$ cat config.mk
export PLATFORM = sky130hd
export DESIGN_NAME = load_writeback
export DESIGN_NICKNAME = d
export VERILOG_FILES = /design/src/rtl/mem_stage_pkg.sv /design/src/rtl/load_writeback.sv
export SDC_FILE = /design/constraint.sdc
export NUM_CORES = 1
export LEC_CHECK = 0
export BUFFER_PORTS_ARGS = -buffer_cell sky130_fd_sc_hd__buf_4
export CORE_ASPECT_RATIO = 0.8
export CORE_MARGIN = 5
export CORE_UTILIZATION = 30
export DETAILED_ROUTE_END_ITERATION = 6
export SKIP_LAST_GASP = 1
export SLEW_MARGIN = 20
export SYNTH_ARGS = -nofsm -noshare
export SYNTH_HDL_FRONTEND = slang
export SYNTH_SLANG_ARGS = --single-unit
$ cat constraint.sdc
create_clock -name clk -period 3.85 [get_ports clk]
set_input_delay 0.77 -clock clk [delete_from_list [all_inputs] [get_ports clk]]
set_output_delay 0.77 -clock clk [all_outputs]
set_load 0.03 [all_outputs]
$ cat src/rtl/mem_stage_pkg.sv
`default_nettype none

package mem_stage_pkg;

	////////////////////
	// Access encoding
	////////////////////

	typedef enum logic [1:0] {
		SIZE_BYTE = 2'd0,
		SIZE_HALF = 2'd1,
		SIZE_WORD = 2'd2
	} mem_size_e;

	typedef logic [4:0] reg_addr_t;

	// One data word, seen whole, as halves or as byte lanes
	typedef union packed {
		logic [31:0]      word;
		logic [1:0][15:0] half;
		logic [3:0][7:0]  lane;
	} mem_word_u;

	////////////////////
	// Control bundles
	////////////////////

	typedef struct packed {
		logic      mem_write;
		logic      mem_read;
		logic      branch;
		logic      is_unsigned;
		mem_size_e size;
	} mem_ctrl_t;

	typedef struct packed {
		logic reg_write;
		logic mem_to_reg;
	} wb_ctrl_t;

	////////////////////
	// Stage bundles
	////////////////////

	// From execute; alu_result doubles as the byte address
	typedef struct packed {
		logic [31:0] pc_branch;
		logic [31:0] alu_result;
		logic [31:0] store_data;
		logic        zero;
		reg_addr_t   write_reg;
		mem_ctrl_t   mem;
		wb_ctrl_t    wb;
	} ex_mem_t;

	typedef struct packed {
		logic        reg_write;
		reg_addr_t   write_reg;
		logic [31:0] wb_data;
		logic        fault;
	} mem_wb_t;

	// Handed from the request side to the load side
	typedef struct packed {
		logic      is_load;
		logic      is_unsigned;
		mem_size_e size;
		logic [1:0] byte_off;
	} load_info_t;

endpackage

`default_nettype wire
$ cat src/rtl/load_writeback.sv
`default_nettype none

module load_writeback
	import mem_stage_pkg::*;
(
	input  logic        clk,
	input  logic        reset,
	input  load_info_t  load_info,
	input  logic        fault,
	input  logic [31:0] alu_result,
	input  reg_addr_t   write_reg,
	input  wb_ctrl_t    wb,
	input  mem_word_u   ram_dout,
	output mem_wb_t     mem_wb
);

	load_info_t  info_q;
	logic        fault_q;
	logic [31:0] alu_q;
	reg_addr_t   write_reg_q;
	wb_ctrl_t    wb_q;

	logic [7:0]  lane8;
	logic [15:0] lane16;
	logic [31:0] load_ext;
	logic        load_fault;

	////////////////////
	// MEM/WB register
	////////////////////

	always_ff @(posedge clk)
	begin
		if (reset)
		begin
			wb_q    <= '0;
			fault_q <= 1'b0;
			info_q  <= '0;
		end
		else
		begin
			wb_q    <= wb;
			fault_q <= fault;
			info_q  <= load_info;
		end
	end

	always_ff @(posedge clk)
	begin
		alu_q       <= alu_result;
		write_reg_q <= write_reg;
	end

	////////////////////
	// Lane extract and extend
	////////////////////

	assign lane8  = ram_dout.lane[info_q.byte_off];
	assign lane16 = ram_dout.half[info_q.byte_off[1]];

	always_comb
	begin
		case (info_q.size)
			SIZE_BYTE:
				load_ext = info_q.is_unsigned ? {24'b0, lane8} : {{24{lane8[7]}}, lane8};
			SIZE_HALF:
				load_ext = info_q.is_unsigned ? {16'b0, lane16} : {{16{lane16[15]}}, lane16};
			default:
				load_ext = ram_dout.word;
		endcase
	end

	// Misaligned load never reaches the register file
	assign load_fault = fault_q & info_q.is_load;

	assign mem_wb.reg_write = wb_q.reg_write & ~load_fault;
	assign mem_wb.write_reg = write_reg_q;
	assign mem_wb.wb_data   = load_fault      ? 32'b0 :
	                          wb_q.mem_to_reg ? load_ext : alu_q;
	assign mem_wb.fault     = fault_q;

endmodule

`default_nettype wire

### Yosys cells after proc, flatten, opt, wreduce, memory -nomap -nowiden

Index checks and enable logic that the tools add are counted.

| cells by class | value |
|---|---|
| order comparisons | 2 |
| eq/ne operators | 1 |
| mux-type cells | 9 |
| bitwise logic cells | 3 |
| reductions and logical operators | 1 |

Operator list:

| operator | count |
|---|---|
| 32-bit 2-to-1 mux | 4 |
| 32-bit one-hot mux with 2 select lines | 1 |
| 16-bit 2-to-1 mux | 2 |
| 8-bit binary-select mux with 2-bit select | 1 |
| 8-bit 2-to-1 mux | 1 |
| 2-bit by 3-bit < comparator with 1-bit output, second input constant | 1 |
| 1-bit AND | 2 |
| 2-bit by 1-bit == test with 1-bit output, second input constant | 1 |
| 2-bit zero test | 1 |
| 1-bit by 2-bit < comparator with 1-bit output, second input constant | 1 |
| 1-bit inverter | 1 |

| storage, ports and cells | value |
|---|---|
| register bits after elaboration | 46 |
| input bits | 80 |
| output and inout bits | 39 |
| word-level logic and storage cells | 25 |

### Logic depth before layout (Yosys ltp)

| logic depth | value |
|---|---|
| depth in word-level cells | 6 |
| depth in mapped cells | 6 |
| depth with buffers taken out | 4 |

### Worst setup path after synthesis

No wires, ideal clock.

| timing path | value |
|---|---|
| path type | input port to output port |
| start | input port ram_dout[31] in the netlist's numbering |
| end | output port mem_wb[16] in the netlist's numbering |
| arrival | 1874 ps |
| data required time | 3080 ps |
| path slack | 1206 ps |
| stages | 4 |
| path buffers | 0 |
| cell sequence | mux2i_1 nor3b_1 a211oi_1 nor3_1 |

RTL lines:

| item | RTL line | RTL |
|---|---|---|
| start: declaration | load_writeback.sv:13 | `input mem_word_u ram_dout,` |
| end: declaration | load_writeback.sv:14 | `output mem_wb_t mem_wb` |

==> impl_metrics.env <==
export IMPL_worstMarginPinSlew_ns=0.571
export IMPL_cts_made_buffers=5
export IMPL_layout_nets=429
export IMPL_io_pins=119
export IMPL_fp_dieW_um=102
export IMPL_syn_instance_count=234
export IMPL_hold_violations=0
export IMPL_htreeDepth=2
export IMPL_criticalPathCategory="register to output pin"
export IMPL_ys_types=29
export IMPL_grt_pass1_wl_um=10700
export IMPL_synth_fp_nets=314
export IMPL_synth_common_cells="dfxtp_1 (46), nand2_1 (46), o21ai_0 (29)"
export IMPL_cts_root_buf="clkbuf_8"
export IMPL_routed_wl_um=6760
export IMPL_finalSetupViolCount=0
export IMPL_antenna_found_initial=0
export IMPL_die_y_um=83.5
export IMPL_num_vias=2092
export IMPL_synth_top_area_share_pct=45.5
export IMPL_ir_drop_uv=150
export IMPL_ys_seq_area_share_pct=45.5
export IMPL_gp_congestion=0.826
export IMPL_m1WireLength_um=2890
export IMPL_hold_ws_ns=0.558
export IMPL_dp_cells=426
export IMPL_n_antenna_cell=0
export IMPL_postCtsHoldBufs=0
export IMPL_met2WireLength_um=3040
export IMPL_ff_latch_area_um2=921
export IMPL_period_needed_ns=3.03
export IMPL_overflow=0
export IMPL_crit_start="info_q[2]"
export IMPL_synth_area_leaders="dfxtp_1 (45%), nand2_1 (8.5%), o21ai_0 (7.2%), a21oi_1 (4.4%), mux2_2 (4.4%)"
export IMPL_max_freq_mhz=330
export IMPL_p_per_area_nw_per_um2=388
export IMPL_wl_per_cell_um=15.6
export IMPL_post_cts_setup_buffers=0
export IMPL_p_leak_nw=1.40
export IMPL_grtUsageTotal_pct=15.7
export IMPL_synth_seq_cells=46
export IMPL_synth_top_flop_cell="dfxtp_1"
export IMPL_rsz0062_at_grt="false"
export IMPL_drtPass1Iterations=4
export IMPL_via_per_inst=4.82
export IMPL_nFillCells=664
export IMPL_slew_violations=0
export IMPL_post_route_period_util_pct=78.7
export IMPL_yosys_area_top_type="dfxtp_1"
export IMPL_top_layer_used="met4"
export IMPL_instances_no_fill=434
export IMPL_antenna_left=0
export IMPL_num_rows=26
export IMPL_initial_utilization_pct=31.3
export IMPL_drv_cap=0
export IMPL_crit_fanout=13
export IMPL_cts_tree="done"
export IMPL_syn_to_final_growth_pct=52.8
export IMPL_cts_resized=0
export IMPL_synth_edf_count=0
export IMPL_synth_area_um2=2030
export IMPL_drive_above_1_share_pct=43.4
export IMPL_end_kind="output pin"
export IMPL_wl_met3_um=762
export IMPL_finalSetupTns_ns=0
export IMPL_ys_warnings_count=0
export IMPL_synth_area_per_cell_um2=8.66
export IMPL_grt_pass1_vias=2147
export IMPL_critPathArrivalTime_ns=2.26
export IMPL_cts_sinks=46
export IMPL_initialDrtViolationCount=53
export IMPL_maxSlewHeadroom_pct=61.9
export IMPL_portBuffers=118
export IMPL_dpl_hpwl_um=5390
export IMPL_crit_end="mem_wb[6]"
export IMPL_die_area_um2=8510
export IMPL_outcome="complete, no violations"
export IMPL_core_area_um2=6470
export IMPL_drc_errors=0
export IMPL_grt_max_degree=44
export IMPL_worstSetupStartpointType="register"
export IMPL_multiInputGateArea_um2=1020
export IMPL_hold_class="primary input to register"
export IMPL_cts_buffer_depth=2
export IMPL_clkTransAtPathRegs_ns=0.09
export IMPL_worstPathRequired_ns=3.08
export IMPL_async_reset_ff_share_pct=0
## flip-flops by register name (all words and copies together) (netlist names)
| signal | count |
|---|---|
| alu_q | 32 |
| info_q | 6 |
| write_reg_q | 5 |
| wb_q | 2 |
| fault_q | 1 |
## worst min-delay path by stage
stage | start | to | cells after the start
floorplan | alu_result[0] | alu_q[0] | 0
global placement | write_reg[2] | write_reg_q[2] | 1
detailed placement | write_reg[2] | write_reg_q[2] | 1
CTS | write_reg[2] | write_reg_q[2] | 1
global route | alu_result[0] | alu_q[0] | 1
finish | write_reg[2] | write_reg_q[2] | 1
## metal layers
layer  track usage (%)  vias up
met1              20.1      957
li1                  -     1032
met4              3.58        0
met3              5.93       10
met2              24.9       93
met5                 0        -
## cell families after synthesis
logic type,count (synthesis),share of synthesized area [%]
multiplexers,15,7.91
AO/OA/AOI/OAI,71,22.1
AND/OR/NAND/NOR,84,20.3
buffers and inverters,18,4.26
flip-flops,46,45.5
## stage by stage
step                instance area, µm²  total power [mW]  util (%)  worst slack, ns
finish                            3100              1.20      47.8            0.819
global route                      3100              1.26      47.8            0.636
CTS                               3100              1.21      47.8            0.816
detailed placement                2980             0.849      46.1             1.09
global placement                  2980             0.846      46.1             1.12
floorplan                         2030             0.697         -             1.21
## cell type report
class                   instances  share of cell area (%)
clock buffers                   5                    2.22
clock inverters                 3                    1.41
inverters                       2                   0.243
multi-input cells             170                    32.9
flip-flops and latches         46                    29.7
well taps                      84                    3.40
repair buffers                124                    30.1
## where the power goes
group	internal, mW	leakage, nW	switching, mW	total, mW
Combinational	0.147	0.954	0.174	0.321
Clock	0.195	0.0585	0.170	0.365
Sequential	0.501	0.387	0.0133	0.514
Total	0.843	1.40	0.358	1.20
## critical path: stages, from the launching register on
cell	delay, ns
dfxtp_1	0.44
nand2b_1	0.39
a21oi_1	0.53
o221ai_1	0.22
a21oi_1	0.18
buf_4	0.18
## cell usage in the layout (no fill, tap or decap), types with 2 or more instances in the layout
cell,instances
nand2_1,46
dfxtp_1,46
mux2_2,8
buf_4,124
nand2b_1,11
nor2_1,3
nor3b_1,2
mux2i_1,7
clkbuf_8,5
nor2b_1,14
inv_1,2
o21ai_0,29
and2_1,3
a21oi_2,10
a21oi_1,18
o221ai_1,8
Note: power is estimated with default switching activity, not from simulation.
