**config.mk**
```make
export PLATFORM = sky130hd
export DESIGN_NAME = mem_request
export DESIGN_NICKNAME = d
export VERILOG_FILES = /design/src/rtl/mem_stage_pkg.sv /design/src/rtl/mem_request.sv
export SDC_FILE = /design/constraint.sdc
export NUM_CORES = 1
export LEC_CHECK = 0
export BUFFER_PORTS_ARGS = -buffer_cell sky130_fd_sc_hd__buf_2
export CAP_MARGIN = 20
export CORE_AREA = 3 3 75 77
export DETAILED_ROUTE_END_ITERATION = 12
export DIE_AREA = 0 0 78 80
export GPL_ROUTABILITY_DRIVEN = 0
export PLACE_DENSITY = 0.72
export SLEW_MARGIN = 20
export SYNTH_ARGS = -nofsm -noshare
export SYNTH_HDL_FRONTEND = slang
export SYNTH_SLANG_ARGS = --single-unit
```
**constraint.sdc**
```tcl
create_clock -name vclk -period 2.7
set_input_delay 0.54 -clock vclk [all_inputs]
set_output_delay 0.54 -clock vclk [all_outputs]
set_load 0.02 [all_outputs]
```
**src/rtl/mem_stage_pkg.sv**
```systemverilog
`default_nettype none

package mem_stage_pkg;

	////////////////////
	// Access encoding
	////////////////////

	typedef enum logic [1:0] {
		SIZE_BYTE = 2'd0,
		SIZE_HALF = 2'd1,
		SIZE_WORD = 2'd2
	} mem_size_e;

	typedef logic [4:0] reg_addr_t;

	// One data word, seen whole, as halves or as byte lanes
	typedef union packed {
		logic [31:0]      word;
		logic [1:0][15:0] half;
		logic [3:0][7:0]  lane;
	} mem_word_u;

	////////////////////
	// Control bundles
	////////////////////

	typedef struct packed {
		logic      mem_write;
		logic      mem_read;
		logic      branch;
		logic      is_unsigned;
		mem_size_e size;
	} mem_ctrl_t;

	typedef struct packed {
		logic reg_write;
		logic mem_to_reg;
	} wb_ctrl_t;

	////////////////////
	// Stage bundles
	////////////////////

	// From execute; alu_result doubles as the byte address
	typedef struct packed {
		logic [31:0] pc_branch;
		logic [31:0] alu_result;
		logic [31:0] store_data;
		logic        zero;
		reg_addr_t   write_reg;
		mem_ctrl_t   mem;
		wb_ctrl_t    wb;
	} ex_mem_t;

	typedef struct packed {
		logic        reg_write;
		reg_addr_t   write_reg;
		logic [31:0] wb_data;
		logic        fault;
	} mem_wb_t;

	// Handed from the request side to the load side
	typedef struct packed {
		logic      is_load;
		logic      is_unsigned;
		mem_size_e size;
		logic [1:0] byte_off;
	} load_info_t;

endpackage

`default_nettype wire
```
**src/rtl/mem_request.sv**
```systemverilog
`default_nettype none

module mem_request
	import mem_stage_pkg::*;
#(
	parameter int DEPTH = 2048
)
(
	input  ex_mem_t                    ex_mem,
	output logic                       ram_en,
	output logic [3:0]                 ram_we,
	output logic [$clog2(DEPTH)-1:0]   ram_addr,
	output mem_word_u                  ram_din,
	output load_info_t                 load_info,
	output logic                       fault,
	output logic                       pc_src,
	output logic [31:0]                pc_branch
);

	localparam int AW = $clog2(DEPTH);

	logic [1:0] byte_off;
	logic       is_access;
	logic       misaligned;
	logic [3:0] lane_we;
	mem_word_u  store_word;

	assign byte_off  = ex_mem.alu_result[1:0];
	assign is_access = ex_mem.mem.mem_read | ex_mem.mem.mem_write;

	////////////////////
	// Alignment check
	////////////////////

	always_comb
	begin
		case (ex_mem.mem.size)
			SIZE_HALF: misaligned = byte_off[0];
			SIZE_WORD: misaligned = |byte_off;
			default:   misaligned = 1'b0;
		endcase
	end

	// Only a real memory access can fault
	assign fault = is_access & misaligned;

	////////////////////
	// Store lane placement
	////////////////////

	always_comb
	begin
		store_word.word = '0;
		lane_we = 4'b0000;
		case (ex_mem.mem.size)
			SIZE_BYTE:
			begin
				store_word.lane[byte_off] = ex_mem.store_data[7:0];
				lane_we[byte_off] = 1'b1;
			end
			SIZE_HALF:
			begin
				store_word.half[byte_off[1]] = ex_mem.store_data[15:0];
				lane_we = byte_off[1] ? 4'b1100 : 4'b0011;
			end
			default:
			begin
				store_word.word = ex_mem.store_data;
				lane_we = 4'b1111;
			end
		endcase
	end

	// Suppress the RAM entirely on a misaligned access
	assign ram_we   = (ex_mem.mem.mem_write & ~fault) ? lane_we : 4'b0000;
	assign ram_en   = ex_mem.mem.mem_read & ~fault;
	assign ram_addr = ex_mem.alu_result[AW+1:2];
	assign ram_din  = store_word;

	// Lane selection is repeated on the load side one cycle later
	assign load_info.is_load     = ex_mem.mem.mem_read;
	assign load_info.is_unsigned = ex_mem.mem.is_unsigned;
	assign load_info.size        = ex_mem.mem.size;
	assign load_info.byte_off    = byte_off;

	// Branch resolves in this stage
	assign pc_src    = ex_mem.mem.branch & ex_mem.zero;
	assign pc_branch = ex_mem.pc_branch;

endmodule

`default_nettype wire

```
==> Word-level counts from Yosys, hierarchy flattened <==
Cells that the tools add are included.
{ "totals": {"output_inout_bits": 88, "input_bits": 110, "ff_bits": 0} }
{ "op_classes": {"n_bitwise": 8, "eq_ne": 2, "mux": 11, "magnitude_cmp": 4, "n_reduce_logical": 4} }
{ "ops": {"columns": ["op", "count"], "rows": [
  ["32-bit bitwise AND", 2],
  ["32-bit case mux with 2 select lines", 1],
  ["16-bit demux with 1-bit select", 1],
  ["8-bit demux with 2-bit select", 1],
  ["16-bit two-way mux", 1],
  ["4-bit two-way mux", 2],
  ["8-bit two-way mux", 1],
  ["4-bit case mux with 2 select lines", 1],
  ["1-bit bitwise AND", 4],
  ["2-bit by 3-bit less-than comparator with 1-bit output (second input constant)", 1],
  ["1-bit demux with 2-bit select", 1],
  ["2-bit by 1-bit equality test with 1-bit output (second input constant)", 1],
  ["2-bit equality test (second input constant)", 1],
  ["2-bit by 1-bit >= comparator with 1-bit output (second input constant)", 1],
  ["1-bit logical AND", 2],
  ["2-bit logical NOT", 1],
  ["1-bit by 2-bit less-than comparator with 1-bit output (second input constant)", 1],
  ["1-bit case mux with 2 select lines", 1],
  ["2-bit OR reduction", 1],
  ["1-bit >= comparator (second input constant)", 1],
  ["1-bit two-way mux", 1],
  ["1-bit inverter", 1],
  ["1-bit bitwise OR", 1]
]} }

==> Logic depth before layout (Yosys ltp) <==
{ "logic_depth": {"word_depth": 6, "depth_mapped": 7, "depth_no_buf": 5} }

==> Least setup slack after synthesis <==
Ideal clock, no wire load.
{ "synth_path": {"path_type": "input to output", "from": "input port ex_mem[3] in the netlist's numbering", "to": "output port ram_din[10] in the netlist's numbering", "cell_stages": 6, "setup_slack_ns": 0.428, "arrival_ns": 1.732, "cell_sequence": "inv_1 > ha_1 > buf_6 > clkbuf_1 > a22oi_1 > o21ai_0"} }
{ "synth_rtl": {"columns": ["element", "line_no", "source"], "rows": [
  ["start: declaration", "mem_request.sv:9", "input ex_mem_t ex_mem,"],
  ["end: declaration", "mem_request.sv:13", "output mem_word_u ram_din,"]
]} }

==> out/results.ini <==
[cells_and_area]
drive_gt1_share_pct = 52.05
synthToLayoutAreaGrowth_pct = 12.90
register_area_sq_um = 0
antennaDiodeCount = 0
final_core_utilization_pct = 21.57
nClkBuffers = 0
nets = 286
flops_and_latches = 0

[die]
rows = 26
die_h_microns = 80
ios = 198
die_w_microns = 78
dieArea_sq_mm = 0.006240
core_sq_mm = 0.005075
start_util_pct = 19.11

[global_routing]
pin_count_of_the_biggest_net_entering_global_routing = 25
groute.usage.overall_pct = 10.01
grt_antenna_before_repair = 0
grt_first_pass_wirelength_microns = 4968
first_global_vias = 944
grt.overflow.total = 0

[sta]
timing.setup.tns_ns = 0
maxSlewViolCount = 0
setup_slack_ns = 0.1808
rsz0062_at_grt = false
max_freq_ghz = 0.3970
tightest_slew_ns = 0.4092
setup_viol_count_final = 0
fin_crit_sh_pct = 93.30
hold_violations = 0
fin_crit_ns = 2.519
slew_headroom_pct = 72.72

[power]
max-vdd-ir-drop_mv = 0.07186
p_per_area_mw_per_mm2 = 239.7
leakagePower_uw = 0.0006285

[synth]
postSynthCellCount = 142
number_of_synthesis_warnings = 0
register_area_share_after_synthesis_pct = 0
synth_cell_types = 25
syn-cell-area_sq_um = 969.7
syn-num-nets = 255
avgSynthCellArea_sq_um = 6.829

[detailed_routing]
routed_wl_microns = 3564
drt.antenna.violating_nets = 0
routedWlPerCell_microns = 14.79
post-route-drc-count = 0
detail_route.iter0.violations = 78
avgViaCountPerCell = 4.473
dr_total_vias = 1078
drt_pre_antenna_iters = 6

[place]
dp_hpwl_microns = 2690
port_buffers = 84
place_ws_ns = 0.04111

[worst_hold_path]
hold_path.startpoint = ex_mem[91]
min-delay-path-class = input pin to primary output

[critical_path]
timing.critical_path.to = ram_din[28]
critPathLaunchType = input pin
critPathLaunch = ex_mem[3]
cp_data_required_time_ns = 2.16
critical_path.endpoint_type = primary output
crit_arrival_ns = 1.98
worst-path-max-fanout = 24
timing_worst_setup_path_type = input pin to primary output

[run]
max_cap_violations = 0

[status]
outcome = completed

[cts]
cts_hold_buf = 0

==> what timing repair did <==
item,CTS,global route
resized for setup,0,1
setup endpoints to repair,0,6
setup buffers,0,0
==> cell usage after synthesis <==
library cell | number | share of area, %
a21oi_1 | 4 | 2.1
and2_1 | 10 | 6.5
nor2_1 | 1 | 0.39
clkbuf_1 | 2 | 0.77
a22oi_1 | 8 | 6.2
or2_2 | 1 | 0.65
nand3_1 | 2 | 1.0
buf_6 | 2 | 2.3
nand2b_1 | 1 | 0.65
o211ai_1 | 1 | 0.77
ha_1 | 3 | 3.9
o21ai_0 | 9 | 4.6
nor2_2 | 1 | 0.65
o21a_1 | 1 | 0.77
and3_1 | 2 | 1.3
o211a_1 | 1 | 1.0
buf_4 | 49 | 38
o21ai_2 | 1 | 0.90
a22o_1 | 8 | 7.2
a222oi_1 | 8 | 8.3
buf_2 | 4 | 2.1
o21bai_1 | 1 | 0.77
nor2b_1 | 3 | 1.9
nand2_1 | 9 | 3.5
inv_1 | 10 | 3.9
==> how the worst min path moves through the flow <==
stage	to	slack [ns]	cells after the start
after floorplan	load_info[0]	1.19	1
after global placement	load_info[4]	1.08	0
after detailed placement	load_info[4]	1.08	0
after CTS	load_info[4]	1.08	0
after global routing	pc_branch[6]	1.08	0
final	pc_branch[13]	1.08	0
==> worst max-delay path, stage by stage <==
cell and delay (ns):
buf_2 0.11, inv_1 0.07, ha_1 0.40, nor2_2 0.10, buf_12 0.18, a222oi_1 0.34, inv_1 0.07, buf_2 0.16
==> metrics by stage <==
step / std cells / area [sq um] / power (uW) / hold WS, ns
finish: 241 / 1095 / 262.5 / 1.080
global route: 241 / 1095 / 285.2 / 1.080
CTS: 241 / 1087 / 264.3 / 1.080
detailed placement: 241 / 1087 / 263.4 / 1.080
global placement: 241 / 1087 / 261.2 / 1.080
floorplan: 142 / 969.7 / 253.4 / 1.193
==> power by group <==
| group | switching [uW] | leakage [uW] | internal, uW | total, uW |
|---|---|---|---|---|
| logic | 162 | 0.000628 | 101 | 262 |
| clock network | 0 | 0 | 0 | 0 |
| registers | 0 | 0 | 0 | 0 |
==> per-layer routing <==
layer	vias to the layer above	GRT usage [%]	routed length, microns
li1	510	-	-
met1	473	11.40	1323
met2	75	18.32	1706
met3	20	2.596	455
met4	0	2.797	80
met5	-	0	0
==> placed cells by master (no fill, tap or decap), drive strengths merged <==
cell type / instances
o211a: 1
or2: 1
o21bai: 1
nand3: 2
o21ai: 10
nor2: 2
nand2b: 1
buf: 86
and2: 10
nor2b: 3
a22o: 8
o211ai: 1
and3: 2
a22oi: 8
inv: 10
ha: 3
a21oi: 4
nand2: 9
o21a: 1
a222oi: 8
==> kinds of logic (layout without fill, tap and decap cells) <==
kind of cell,Yosys count,in the layout,share of synthesized area (%)
buffers and inverters,67,96,46.97
AOI/OAI and AO/OA,42,42,32.65
and+or+nand+nor,30,30,16.52
adders and majority gates,3,3,3.871
==> cell type report <==
class | count | area [sq um]
inverters | 10 | 37.54
fillers | 581 | 3980
repair buffers | 86 | 447.9
multi-input cells | 75 | 521.8
well taps | 70 | 87.58
Note: power is estimated with default switching activity, not from simulation.
